===== src/dcache_defines.svh =====
// ######################################
// dcache address, word and line widths
// and cache geometry macros
// ######################################
`ifndef DCACHE_DEFINES_SVH
`define DCACHE_DEFINES_SVH

// cpu side
`define DC_ADDR_W       30      // word address
`define DC_WORD_W       32      // data word

// address split: tag | index | offset
`define DC_TAG_W        20
`define DC_INDEX_W      8
`define DC_OFFSET_W     2

// line and l2 side
`define DC_LINE_W       128     // four words, word 0 low
`define DC_WORDS        4       // words per line
`define DC_LINE_ADDR_W  28      // tag plus index

// geometry
`define DC_WAYS         2
`define DC_SETS         256     // 2 ** DC_INDEX_W

`endif


===== src/dcache_pkg.sv =====
// ######################################
// dcache types, structs, state enum
// and address and line helpers
// ######################################
`include "dcache_defines.svh"
`default_nettype none

package dcache_pkg;

    typedef logic [`DC_ADDR_W-1:0]      addr_t;
    typedef logic [`DC_WORD_W-1:0]      word_t;
    typedef logic [`DC_TAG_W-1:0]       tag_t;
    typedef logic [`DC_INDEX_W-1:0]     index_t;
    typedef logic [`DC_OFFSET_W-1:0]    offset_t;
    typedef logic [`DC_LINE_W-1:0]      line_t;
    typedef logic [`DC_LINE_ADDR_W-1:0] line_addr_t;
    typedef logic                       way_t;

    typedef struct packed {
        addr_t addr;
        logic  write;       // 1 = store
        word_t wr_data;
    } cpu_req_t;

    typedef struct packed {
        logic     hit;
        way_t     hit_way;
        way_t     victim_way;   // equals hit_way on a hit
        logic     victim_dirty; // valid and dirty
        tag_t     victim_tag;
        line_t    victim_line;  // hit line on a hit
        word_t    hit_word;
        cpu_req_t req;
    } lookup_t;

    typedef struct packed {
        logic   en;         // full line write
        way_t   way;
        index_t index;
        tag_t   tag;
        line_t  line;
        logic   dirty;
        logic   touch;      // lru update only
    } array_wr_t;

    typedef enum logic [2:0] {
        IDLE,
        CHECK,
        WAIT_L2_CLEAN,
        WAIT_L2_DIRTY,
        WRITE_L2,
        REFILL,
        WRITE_HIT
    } dc_state_t;

    function automatic tag_t addr_tag(input addr_t a);
        return a[`DC_ADDR_W-1 -: `DC_TAG_W];
    endfunction

    function automatic index_t addr_index(input addr_t a);
        return a[`DC_OFFSET_W +: `DC_INDEX_W];
    endfunction

    function automatic offset_t addr_offset(input addr_t a);
        return a[`DC_OFFSET_W-1:0];
    endfunction

    function automatic line_addr_t addr_line(input addr_t a);
        return a[`DC_ADDR_W-1:`DC_OFFSET_W];
    endfunction

    function automatic word_t line_word(input line_t l, input offset_t o);
        return l[o*`DC_WORD_W +: `DC_WORD_W];
    endfunction

    // replace one word of a line
    function automatic line_t line_merge(input line_t l, input offset_t o, input word_t w);
        line_t m;
        m = l;
        m[o*`DC_WORD_W +: `DC_WORD_W] = w;
        return m;
    endfunction

endpackage

`default_nettype wire


===== src/dcache_lookup.sv =====
// ######################################
// tag compare stage: hit, victim, word
// ######################################
`include "dcache_defines.svh"
`default_nettype none

module dcache_lookup import dcache_pkg::*; (
    input  logic     clk,
    input  logic     rst_n,
    input  cpu_req_t req_in,
    input  logic     req_take,
    input  tag_t     tag0,
    input  tag_t     tag1,
    input  logic     valid0,
    input  logic     valid1,
    input  logic     dirty0,
    input  logic     dirty1,
    input  line_t    line0,
    input  line_t    line1,
    input  way_t     lru,
    output lookup_t  result
);

    cpu_req_t req_q;
    tag_t     req_tag;
    logic     hit0;
    logic     hit1;
    way_t     hit_way;
    way_t     victim_way;
    line_t    hit_line;

    // request travels with the array read
    always_ff @(posedge clk) begin
        if (!rst_n) begin
            req_q <= '0;
        end else if (req_take) begin
            req_q <= req_in;
        end
    end

    assign req_tag = addr_tag(req_q.addr);
    assign hit0    = valid0 && (tag0 == req_tag);
    assign hit1    = valid1 && (tag1 == req_tag);
    assign hit_way = hit0 ? 1'b0 : 1'b1;
    assign hit_line = hit_way ? line1 : line0;

    always_comb begin
        if (hit0 || hit1) begin
            victim_way = hit_way;   // line to merge into on a write hit
        end else if (!valid0) begin
            victim_way = 1'b0;
        end else if (!valid1) begin
            victim_way = 1'b1;
        end else begin
            victim_way = lru;
        end
    end

    always_comb begin
        result.hit          = hit0 || hit1;
        result.hit_way      = hit_way;
        result.victim_way   = victim_way;
        result.victim_dirty = victim_way ? (valid1 && dirty1) : (valid0 && dirty0);
        result.victim_tag   = victim_way ? tag1 : tag0;
        result.victim_line  = victim_way ? line1 : line0;
        result.hit_word     = line_word(hit_line, addr_offset(req_q.addr));
        result.req          = req_q;
    end

endmodule

`default_nettype wire


===== config.mk =====
export PLATFORM = sky130hd
export DESIGN_NAME = dcache_lookup
export DESIGN_NICKNAME = d
export VERILOG_FILES = /design/src/dcache_pkg.sv /design/src/dcache_lookup.sv
export VERILOG_INCLUDE_DIRS = /design/src
export SDC_FILE = /design/constraint.sdc
export NUM_CORES = 1
export LEC_CHECK = 0
export ABC_AREA = 1
export CAP_MARGIN = 20
export CORE_AREA = 5 5 234 236
export DETAILED_ROUTE_END_ITERATION = 10
export DIE_AREA = 0 0 239 241
export DONT_BUFFER_PORTS = 1
export GPL_TIMING_DRIVEN = 0
export PLACE_DENSITY = 0.4
export SLEW_MARGIN = 30
export SYNTH_ARGS = -nofsm -noshare
export SYNTH_HDL_FRONTEND = slang
export SYNTH_SLANG_ARGS = --single-unit

===== constraint.sdc =====
create_clock -name clk -period 1.8 [get_ports clk]
set_clock_uncertainty 0.05 [all_clocks]
set_input_delay 0.36 -clock clk [delete_from_list [all_inputs] [get_ports clk]]
set_output_delay 0.36 -clock clk [all_outputs]
set_load 0.01 [all_outputs]

==> qor.csv <==
stage,metric,value,unit
finish,"commonest non-fill, non-tap cells in the layout","inv_1 (287), nand2_4 (259), nand2_1 (229)",
outcome,outcome,finished with violations,
floorplan,die area,0.0576,mm^2
outcome,failing checks,setup timing,
floorplan,Die Width,239,um
sta,Tcrit/Tclk final,154,%
floorplan,FP Rows,84,
pwr,worst vdd ir,0.000705,V
pwr,power per cell area,442,mW/mm^2
logic_synthesis,Ys Warns,0,
placed_design,Cells after DPL,2519,
finish,"most common cell after layout, fill and taps aside",inv_1,
pwr,Clock power frac,27.3,%
cts,clock root buffer master,clkbuf_16,
cts,clk buf depth,2,
finish,Final Non-Filler Cells,2599,
sta,Rel. slew slack,52.4,%
sta,final setup violation count,184,
pwr,P_leak,8.13,nW
finish,fin util,30.6,%
cts,number of CTS-inserted buffers,9,
routing,post-route antenna net violation count,0,
placed_design,Placed Area,0.0102,mm^2
placed_design,GP Congestion,0.917,
logic_synthesis,Post-Synthesis Cells,1831,
finish,final instance area,0.0160,mm^2
floorplan,Ports,614,
job,max cap viols,0,
routing,# DRC,0,
finish,max FFs per register,63,
routing,Avg WL per Cell,27.4,um
logic_synthesis,Cell variety after synth,23,
critical_path,Worst EP required,1.39,ns
finish,area growth from synthesis to layout,79.1,%
floorplan,initial core utilization,17.1,%
logic_synthesis,synthesized area,0.00891,mm^2
logic_synthesis,Mapped Avg Cell Area,4.87,um^2
finish,fin nets,2271,
cts,clock-pin slew on the worst setup and hold paths,0.06,ns
grt,initial antenna violation count,3,
pwr,net switching power,3.10,mW
pwr,switching share of power,43.9,%
critical_path,Setup crit end kind,primary output,
placed_design,DP Worst Slack,-1.49,ns
grt,gr ovfl total,0,
critical_path,worst setup path class,flip-flop to primary output,
finish,share of cells above drive strength 1,46.0,%
cts,CTS tree,done,
critical_path,CP arrival,2.37,ns
cts,hold_buf cts,0,
pwr,sequential power share,23.5,%
sta,Final min period,2.78,ns
sta,Worst-Margin Slew,0.713,ns
routing,DRT Pass-1 Iters,5,
pwr,Comb pwr share,49.3,%
floorplan,Die H,241,um
floorplan,core area,0.0522,mm^2
pwr,Pint,3.96,mW
cts,H-tree Lvls,3,
grt,first-pass GRT wire length,92400,um
grt,largest net degree at the start of global routing,14,
sta,WHS,0.0914,ns
sta,post-layout worst setup margin,-0.978,ns
placed_design,Port Buf Inserts,0,
grt,total global-route track usage,22.0,%
routing,initial DRC count,763,
cts,Clock Sinks,63,
sta,"Hold Vio Cnt, Final",0,
routing,vias per cell,4.98,
critical_path,CP startpoint kind,flip-flop,
routing,routed vias,12900,
logic_synthesis,synthesized net count,2198,
logic_synthesis,Synth Register Bits,63,
cts,clk_lat worst skew,0.35,ns
sta,RSZ-0062 raised after global routing,yes,
hold_path,hold crit path type,primary input to flip-flop,
placed_design,HPWL after detailed placement,55400,um
sta,"Slew Viols, Final",0,
routing,DRT Wirelength,71200,um
logic_synthesis,post-synthesis sequential area ratio,14.2,%
critical_path,crit-path max FO,6,
sta,Achievable Freq,360,MHz
grt,vias in the first global route,12500,
==> power groups by stage <==
stage | sequential, mW | clock [mW] | combinational, mW
global route | 1.67 | 2.02 | 3.71
floorplan | 1.63 | 0 | 1.52
CTS | 1.66 | 1.97 | 2.86
finish | 1.66 | 1.92 | 3.48
detailed placement | 1.69 | 0 | 2.21
global placement | 1.69 | 0 | 2.19
==> per-stage QoR <==
step	power (mW)	TNS, ns
2_1_floorplan	3.16	-11.38
3_3_place_gp	3.88	-233.71
3_5_place_dp	3.90	-234.18
4_1_cts	6.49	-174.23
5_1_grt	7.40	-178.78
6_report	7.06	-165.10
==> timing repair <==
action,CTS,global route
setup buffers,26,14
gates cloned,22,13
pin swaps,111,217
resized for setup,466,695
setup endpoints to repair,185,184
==> metal layers <==
layer	GRT usage [%]	vias up	part of all wire [%]
met5	0	-	0.028
met4	5.19	2	2.9
met3	5.86	104	8.6
met2	40.9	707	51
met1	25.3	6206	37
li1	-	5924	-
==> cell usage after synthesis, drive strengths merged <==
cell | instances | area [um^2]
nand2 | 678 | 2550
o22ai | 3 | 18.8
nand3b | 2 | 15.0
o211ai | 1 | 7.51
nand4 | 131 | 820
inv | 306 | 1150
xnor2 | 10 | 87.6
nand3 | 283 | 1420
buf | 96 | 480
or2 | 1 | 6.26
nor2 | 112 | 428
dfxtp | 63 | 1260
o21ai | 70 | 350
a21oi | 23 | 115
clkbuf | 51 | 191
xor2 | 1 | 8.76
==> cells by family after synthesis <==
| logic type | count (synthesis) | synth area share, % |
|---|---|---|
| simple gates | 1207 | 58.8 |
| buf+inv | 453 | 20.4 |
| compound gates | 97 | 5.52 |
| flops | 63 | 14.2 |
| xor+xnor | 11 | 1.08 |
==> final timing paths <==
kind	start	endpoint	slack (ns)	cells after the start
max	result[52]$_SDFFE_PN0P_	result[174]	-0.98	14
min reg2reg	result[49]$_SDFFE_PN0P_	result[49]$_SDFFE_PN0P_	0.48	2
min	req_in[22]	result[22]$_SDFFE_PN0P_	0.09	2
max reg2reg	result[33]$_SDFFE_PN0P_	result[33]$_SDFFE_PN0P_	0.20	4
==> area by class of cell <==
type | instances | area [um^2]
plain buffers | 143 | 1620
multi-input cells | 1315 | 9400
fillers | 5696 | 36300
flip-flops and latches | 63 | 1340
inverters | 306 | 1170
repair buffers | 66 | 1250
clock inverters | 6 | 72.6
diodes | 2 | 5.00
well taps | 688 | 861
clock buffers | 10 | 250
==> worst max-delay path: stages (launching register included) <==
cell,delay (ns)
dfxtp_4,0.38
inv_2,0.06
nand2_2,0.08
nand2_1,0.07
nor2_2,0.16
nand2_2,0.08
nor2_4,0.12
buf_12,0.14
nand3_4,0.13
nand2_8,0.13
buf_12,0.15
buf_12,0.17
clkbuf_16,0.19
nand2_4,0.06
nand2_4,0.07
(Power assumes the default switching activity.)
