`config.mk`:
```
export PLATFORM = sky130hd
export DESIGN_NAME = dcache_ctrl
export DESIGN_NICKNAME = d
export VERILOG_FILES = /design/src/dcache_pkg.sv /design/src/dcache_ctrl.sv
export VERILOG_INCLUDE_DIRS = /design/src
export SDC_FILE = /design/constraint.sdc
export NUM_CORES = 1
export LEC_CHECK = 0
export BUFFER_PORTS_ARGS = -buffer_cell sky130_fd_sc_hd__buf_2
export CORE_AREA = 2 2 290 292
export CTS_CLUSTER_SIZE = 14
export DETAILED_ROUTE_END_ITERATION = 16
export DIE_AREA = 0 0 292 294
export SYNTH_ARGS = -nofsm -noshare
export SYNTH_HDL_FRONTEND = slang
export SYNTH_SLANG_ARGS = --single-unit
```
`constraint.sdc`:
```
create_clock -name clk -period 7.6 [get_ports clk]
set_clock_uncertainty 0.1 [all_clocks]
set_input_delay 0.38 -clock clk [delete_from_list [all_inputs] [get_ports clk]]
set_output_delay 0.38 -clock clk [all_outputs]
set_load 0.1 [all_outputs]
```
`src/dcache_defines.svh`:
```
// ######################################
// dcache address, word and line widths
// and cache geometry macros
// ######################################
`ifndef DCACHE_DEFINES_SVH
`define DCACHE_DEFINES_SVH

// cpu side
`define DC_ADDR_W       30      // word address
`define DC_WORD_W       32      // data word

// address split: tag | index | offset
`define DC_TAG_W        20
`define DC_INDEX_W      8
`define DC_OFFSET_W     2

// line and l2 side
`define DC_LINE_W       128     // four words, word 0 low
`define DC_WORDS        4       // words per line
`define DC_LINE_ADDR_W  28      // tag plus index

// geometry
`define DC_WAYS         2
`define DC_SETS         256     // 2 ** DC_INDEX_W

`endif

```
`src/dcache_pkg.sv`:
```
// ######################################
// dcache types, structs, state enum
// and address and line helpers
// ######################################
`include "dcache_defines.svh"
`default_nettype none

package dcache_pkg;

    typedef logic [`DC_ADDR_W-1:0]      addr_t;
    typedef logic [`DC_WORD_W-1:0]      word_t;
    typedef logic [`DC_TAG_W-1:0]       tag_t;
    typedef logic [`DC_INDEX_W-1:0]     index_t;
    typedef logic [`DC_OFFSET_W-1:0]    offset_t;
    typedef logic [`DC_LINE_W-1:0]      line_t;
    typedef logic [`DC_LINE_ADDR_W-1:0] line_addr_t;
    typedef logic                       way_t;

    typedef struct packed {
        addr_t addr;
        logic  write;       // 1 = store
        word_t wr_data;
    } cpu_req_t;

    typedef struct packed {
        logic     hit;
        way_t     hit_way;
        way_t     victim_way;   // equals hit_way on a hit
        logic     victim_dirty; // valid and dirty
        tag_t     victim_tag;
        line_t    victim_line;  // hit line on a hit
        word_t    hit_word;
        cpu_req_t req;
    } lookup_t;

    typedef struct packed {
        logic   en;         // full line write
        way_t   way;
        index_t index;
        tag_t   tag;
        line_t  line;
        logic   dirty;
        logic   touch;      // lru update only
    } array_wr_t;

    typedef enum logic [2:0] {
        IDLE,
        CHECK,
        WAIT_L2_CLEAN,
        WAIT_L2_DIRTY,
        WRITE_L2,
        REFILL,
        WRITE_HIT
    } dc_state_t;

    function automatic tag_t addr_tag(input addr_t a);
        return a[`DC_ADDR_W-1 -: `DC_TAG_W];
    endfunction

    function automatic index_t addr_index(input addr_t a);
        return a[`DC_OFFSET_W +: `DC_INDEX_W];
    endfunction

    function automatic offset_t addr_offset(input addr_t a);
        return a[`DC_OFFSET_W-1:0];
    endfunction

    function automatic line_addr_t addr_line(input addr_t a);
        return a[`DC_ADDR_W-1:`DC_OFFSET_W];
    endfunction

    function automatic word_t line_word(input line_t l, input offset_t o);
        return l[o*`DC_WORD_W +: `DC_WORD_W];
    endfunction

    // replace one word of a line
    function automatic line_t line_merge(input line_t l, input offset_t o, input word_t w);
        line_t m;
        m = l;
        m[o*`DC_WORD_W +: `DC_WORD_W] = w;
        return m;
    endfunction

endpackage

`default_nettype wire

```
`src/dcache_ctrl.sv`:
```
// ######################################
// miss control fsm: hits, writeback,
// refill, cpu stall and l2 requests
// ######################################
`include "dcache_defines.svh"
`default_nettype none

module dcache_ctrl import dcache_pkg::*; (
    input  logic       clk,
    input  logic       rst_n,
    input  logic       access_mem,
    input  lookup_t    lookup,
    input  logic       dc_en,
    input  logic       l2_complete,
    input  logic       l2_rdy,
    input  line_t      data_wd_l2,
    output logic       rd_en,
    output array_wr_t  arr_wr,
    output word_t      read_data_m,
    output logic       data_valid,
    output logic       miss_stall,
    output logic       drq,
    output logic       l2_cache_rw,
    output line_addr_t l2_addr,
    output line_t      rd_to_l2
);

    dc_state_t state_q;
    dc_state_t state_d;
    logic      fill_done_q;     // read refill word ready
    word_t     fill_word_q;
    line_t     fill_line_q;     // refilled line for a write miss
    index_t    req_index;
    offset_t   req_offset;
    logic      wb_sel;

    assign req_index  = addr_index(lookup.req.addr);
    assign req_offset = addr_offset(lookup.req.addr);

    // writeback phase of a dirty miss
    assign wb_sel = (state_q == WAIT_L2_DIRTY) || (state_q == WRITE_L2) ||
                    (state_q == CHECK && !lookup.hit && lookup.victim_dirty);

    assign l2_cache_rw = wb_sel;
    assign l2_addr     = wb_sel ? {lookup.victim_tag, req_index} : addr_line(lookup.req.addr);
    assign rd_to_l2    = lookup.victim_line;
    assign read_data_m = fill_done_q ? fill_word_q : lookup.hit_word;

    always_comb begin
        state_d          = state_q;
        rd_en            = 1'b0;
        miss_stall       = 1'b1;
        data_valid       = fill_done_q;
        drq              = 1'b0;
        arr_wr           = '0;
        arr_wr.index     = req_index;
        arr_wr.tag       = addr_tag(lookup.req.addr);
        arr_wr.way       = lookup.victim_way;
        case (state_q)
            IDLE: begin
                miss_stall = 1'b0;
                rd_en      = access_mem;
                if (access_mem) begin
                    state_d = CHECK;
                end
            end
            CHECK: begin
                if (lookup.hit && !lookup.req.write) begin       // read hit
                    miss_stall   = 1'b0;
                    data_valid   = 1'b1;
                    arr_wr.touch = 1'b1;
                    arr_wr.way   = lookup.hit_way;
                    rd_en        = access_mem;
                    state_d      = access_mem ? CHECK : IDLE;
                end else if (lookup.hit) begin                    // write hit
                    arr_wr.en    = 1'b1;
                    arr_wr.way   = lookup.hit_way;
                    arr_wr.line  = line_merge(lookup.victim_line, req_offset,
                                              lookup.req.wr_data);
                    arr_wr.dirty = 1'b1;
                    state_d      = IDLE;
                end else if (dc_en) begin
                    drq     = 1'b1;
                    state_d = lookup.victim_dirty ? WRITE_L2 : REFILL;
                end else begin
                    state_d = lookup.victim_dirty ? WAIT_L2_DIRTY : WAIT_L2_CLEAN;
                end
            end
            WAIT_L2_CLEAN: begin
                if (dc_en) begin
                    drq     = 1'b1;
                    state_d = REFILL;
                end
            end
            WAIT_L2_DIRTY: begin
                if (dc_en) begin
                    drq     = 1'b1;
                    state_d = WRITE_L2;
                end
            end
            WRITE_L2: begin
                drq = 1'b1;
                if (l2_complete) begin
                    state_d = REFILL;   // drq stays up for the refill
                end
            end
            REFILL: begin
                drq = 1'b1;
                if (l2_rdy) begin
                    arr_wr.en   = 1'b1;     // clean line into the victim way
                    arr_wr.line = data_wd_l2;
                    state_d     = lookup.req.write ? WRITE_HIT : IDLE;
                end
            end
            WRITE_HIT: begin
                arr_wr.en    = 1'b1;
                arr_wr.line  = line_merge(fill_line_q, req_offset, lookup.req.wr_data);
                arr_wr.dirty = 1'b1;
                state_d      = IDLE;
            end
            default: begin
                state_d = IDLE;
            end
        endcase
    end

    always_ff @(posedge clk) begin
        if (!rst_n) begin
            state_q     <= IDLE;
            fill_done_q <= 1'b0;
        end else begin
            state_q     <= state_d;
            fill_done_q <= (state_q == REFILL) && l2_rdy && !lookup.req.write;
        end
    end

    always_ff @(posedge clk) begin
        if (state_q == REFILL && l2_rdy) begin
            fill_word_q <= line_word(data_wd_l2, req_offset);
            fill_line_q <= data_wd_l2;
        end
    end

endmodule

`default_nettype wire

```
==> results.cfg <==
[run_status]
status = finished clean

[final_layout]
fin_area_um2 = 16000
post_route_cells_drive_above_1_share = 0.579
fin_nets = 1853
fillerInstances = 9055
post-route-util = 0.193
syn2layout_area_growth_pct = 48.1

[floorplanning]
chipWidth_um = 292
fp.coreArea_um2 = 82900
io-pin-count = 734
die-area_um2 = 85800
start_util = 0.130
die_h_um = 294
rows = 106

[synth]
synth-seq-area-share = 0.452
yosys.area.top_type = edfxtp_1
async_reset_ff_frac = 0
yosysMostFrequentCell = buf_4
ys_dominant_reg_cell = edfxtp_1
synthTopCellsByArea = edfxtp_1 45%, buf_4 12%, a221o_1 11%
synth-seq-cells = 164
synth_area_um2 = 10800
avgSynthCellArea_um2 = 12.6
yosysTopAreaCellShare = 0.445
synth_edf_count = 160
synth_common_cells = 167 x buf_4, 160 x edfxtp_1, 123 x a221o_1
syn_nets = 1242
synth_cell_type_count = 44
netlist_instances = 856
synth_warnings = 0

[clock_network]
post_cts_buffers = 0
hold_buffers = 104
clock_sinks = 164
htree_num_levels = 4
cts_made_buffers = 17
cts_buffer_depth = 2
cts.clk_slew.worst_paths_ns = 0.07
cts_tree = yes
clk_latency_ns = 0.47
ctsResizeCount = 0
cts_root_buffer = clkbuf_16

[hold_path]
hp-start = data_wd_l2[67]
holdPathStages = 1
min_to = fill_line_q[67]
hp-class = primary input to register

[critical_path]
rrSetupSlack_ns = 4.99
cp_max_fo = 35
crit_path_start_kind = primary input
arrival_ns = 4.68
path_class = primary input to primary output
r2r_end = fill_line_q[126]
worstPathRequired_ns = 7.12
r2r_start = state_q[2]
reg2reg_depth = 4
endpoint_kind = primary output

[grt]
use_met1 = 0.187
top_usage_layer = met2
grt_pass1_wl_um = 88900
use_met3 = 0.0351
met2_usage = 0.243
grt_max_degree = 154
grt_pass1_vias = 10900
antenna_found_initial = 17
gr-total-overflow = 0
track_usage = 0.152

[routing]
wl_per_cell_um = 26.9
drtAntennaViolNets = 0
dr.pass1.iters = 6
num_vias = 11300
viasPerCell = 4.39
drcViolationCount = 0
drt_iter0_drc = 901
wirelength_um = 69100

[sta]
finalSetupViolations = 0
hold_slack_ns = 0.0550
rsz0062_at_grt = no
timing.final.hold_violations = 0
period_needed_ns = 5.16
fin_tns_setup_ns = 0
final_max_slew_viol_count = 0
post-route-period-util = 0.679
relSlewSlack = 0.136
tightest_slew_ns = 1.30
fmax_ghz = 0.194

[placed_design]
gp_congestion = 0.925
hpwlAfterDp_um = 50800
port_buffers = 709
place_area_um2 = 14400

[power]
cellLeakagePower_nw = 6.78
peakVddDrop_mv = 0.132
p_total_mw = 3.22
power_density_nw_per_um2 = 201

[flow_run]
drv_cap = 0
layout make-up:
type	instances	area [µm²]	share of cell area
Clock buffer	18	429	0.0268
Inverter	6	30.0	0.00188
Clock inverter	13	124	0.00775
Timing Repair Buffer	831	4750	0.297
Sequential cell	164	4890	0.306
Multi-Input combinational cell	447	4390	0.274
Tap cell	1080	1350	0.0845
Antenna cell	11	27.5	0.00172
through the flow:
stage	setup WS, ns	std cells
6_report	2.44	2570
5_1_grt	2.31	2565
4_1_cts	2.41	2559
3_5_place_dp	2.40	2424
3_3_place_gp	2.54	2424
2_1_floorplan	0.323	856
power by group:
part	internal, mW	switching [mW]
Combinational	0.269	1.03
Clock	0.455	0.442
Sequential	1.01	0.0106
cells in the final DEF (no fill, tap or decap), types with 17 or more instances in the layout:
master,count
a221o_1,123
a22o_1,96
a32oi_1,27
buf_2,708
buf_4,17
clkbuf_16,17
dlygate4sd3_1,104
edfxtp_1,160
mux2_2,52
mux4_2,32
nor2_1,29
sequential cells by signal (all words and copies together), names as in the netlist:
| register | count |
|---|---|
| fill_word_q | 32 |
| fill_line_q | 128 |
| state_q | 3 |
| fill_done_q | 1 |
logic make-up (layout without fill, tap and decap cells):
group	Yosys count	in the layout	share of synthesized area
buffers and inverters	245	868	0.148
and+or+nand+nor	79	79	0.0381
other	0	11	0
muxes	85	85	0.122
DFF	164	164	0.452
xor gates and xnor gates	1	1	0.000811
AOI/OAI and AO/OA	277	277	0.233
adders and majority gates	5	5	0.00580
how the worst max path moves through the flow:
| stage | start | endpoint | slack, ns | cells after the start |
|---|---|---|---|---|
| after floorplan | state_q[2] | arr_wr[74] | 0.32 | 6 |
| after global placement | lookup[34] | arr_wr[96] | 2.54 | 9 |
| after detailed placement | lookup[34] | arr_wr[73] | 2.40 | 9 |
| after CTS | lookup[34] | arr_wr[77] | 2.41 | 9 |
| after global routing | lookup[34] | arr_wr[70] | 2.31 | 9 |
| final | lookup[34] | arr_wr[77] | 2.44 | 9 |
layer usage:
metal | routed length (µm) | vias up
met5 | 24 | -
met4 | 4080 | 4
met3 | 5700 | 201
met2 | 31300 | 875
met1 | 28000 | 5581
li1 | - | 4619
worst max-delay path: stages:
cell     delay (ns)
buf_2          0.08
buf_4          0.58
ha_2           0.62
buf_4          0.40
inv_1          0.19
o22ai_1        0.49
and2_2         1.10
a221o_1        0.30
buf_2          0.43
No activity file was read; power rests on OpenSTA's default activity.
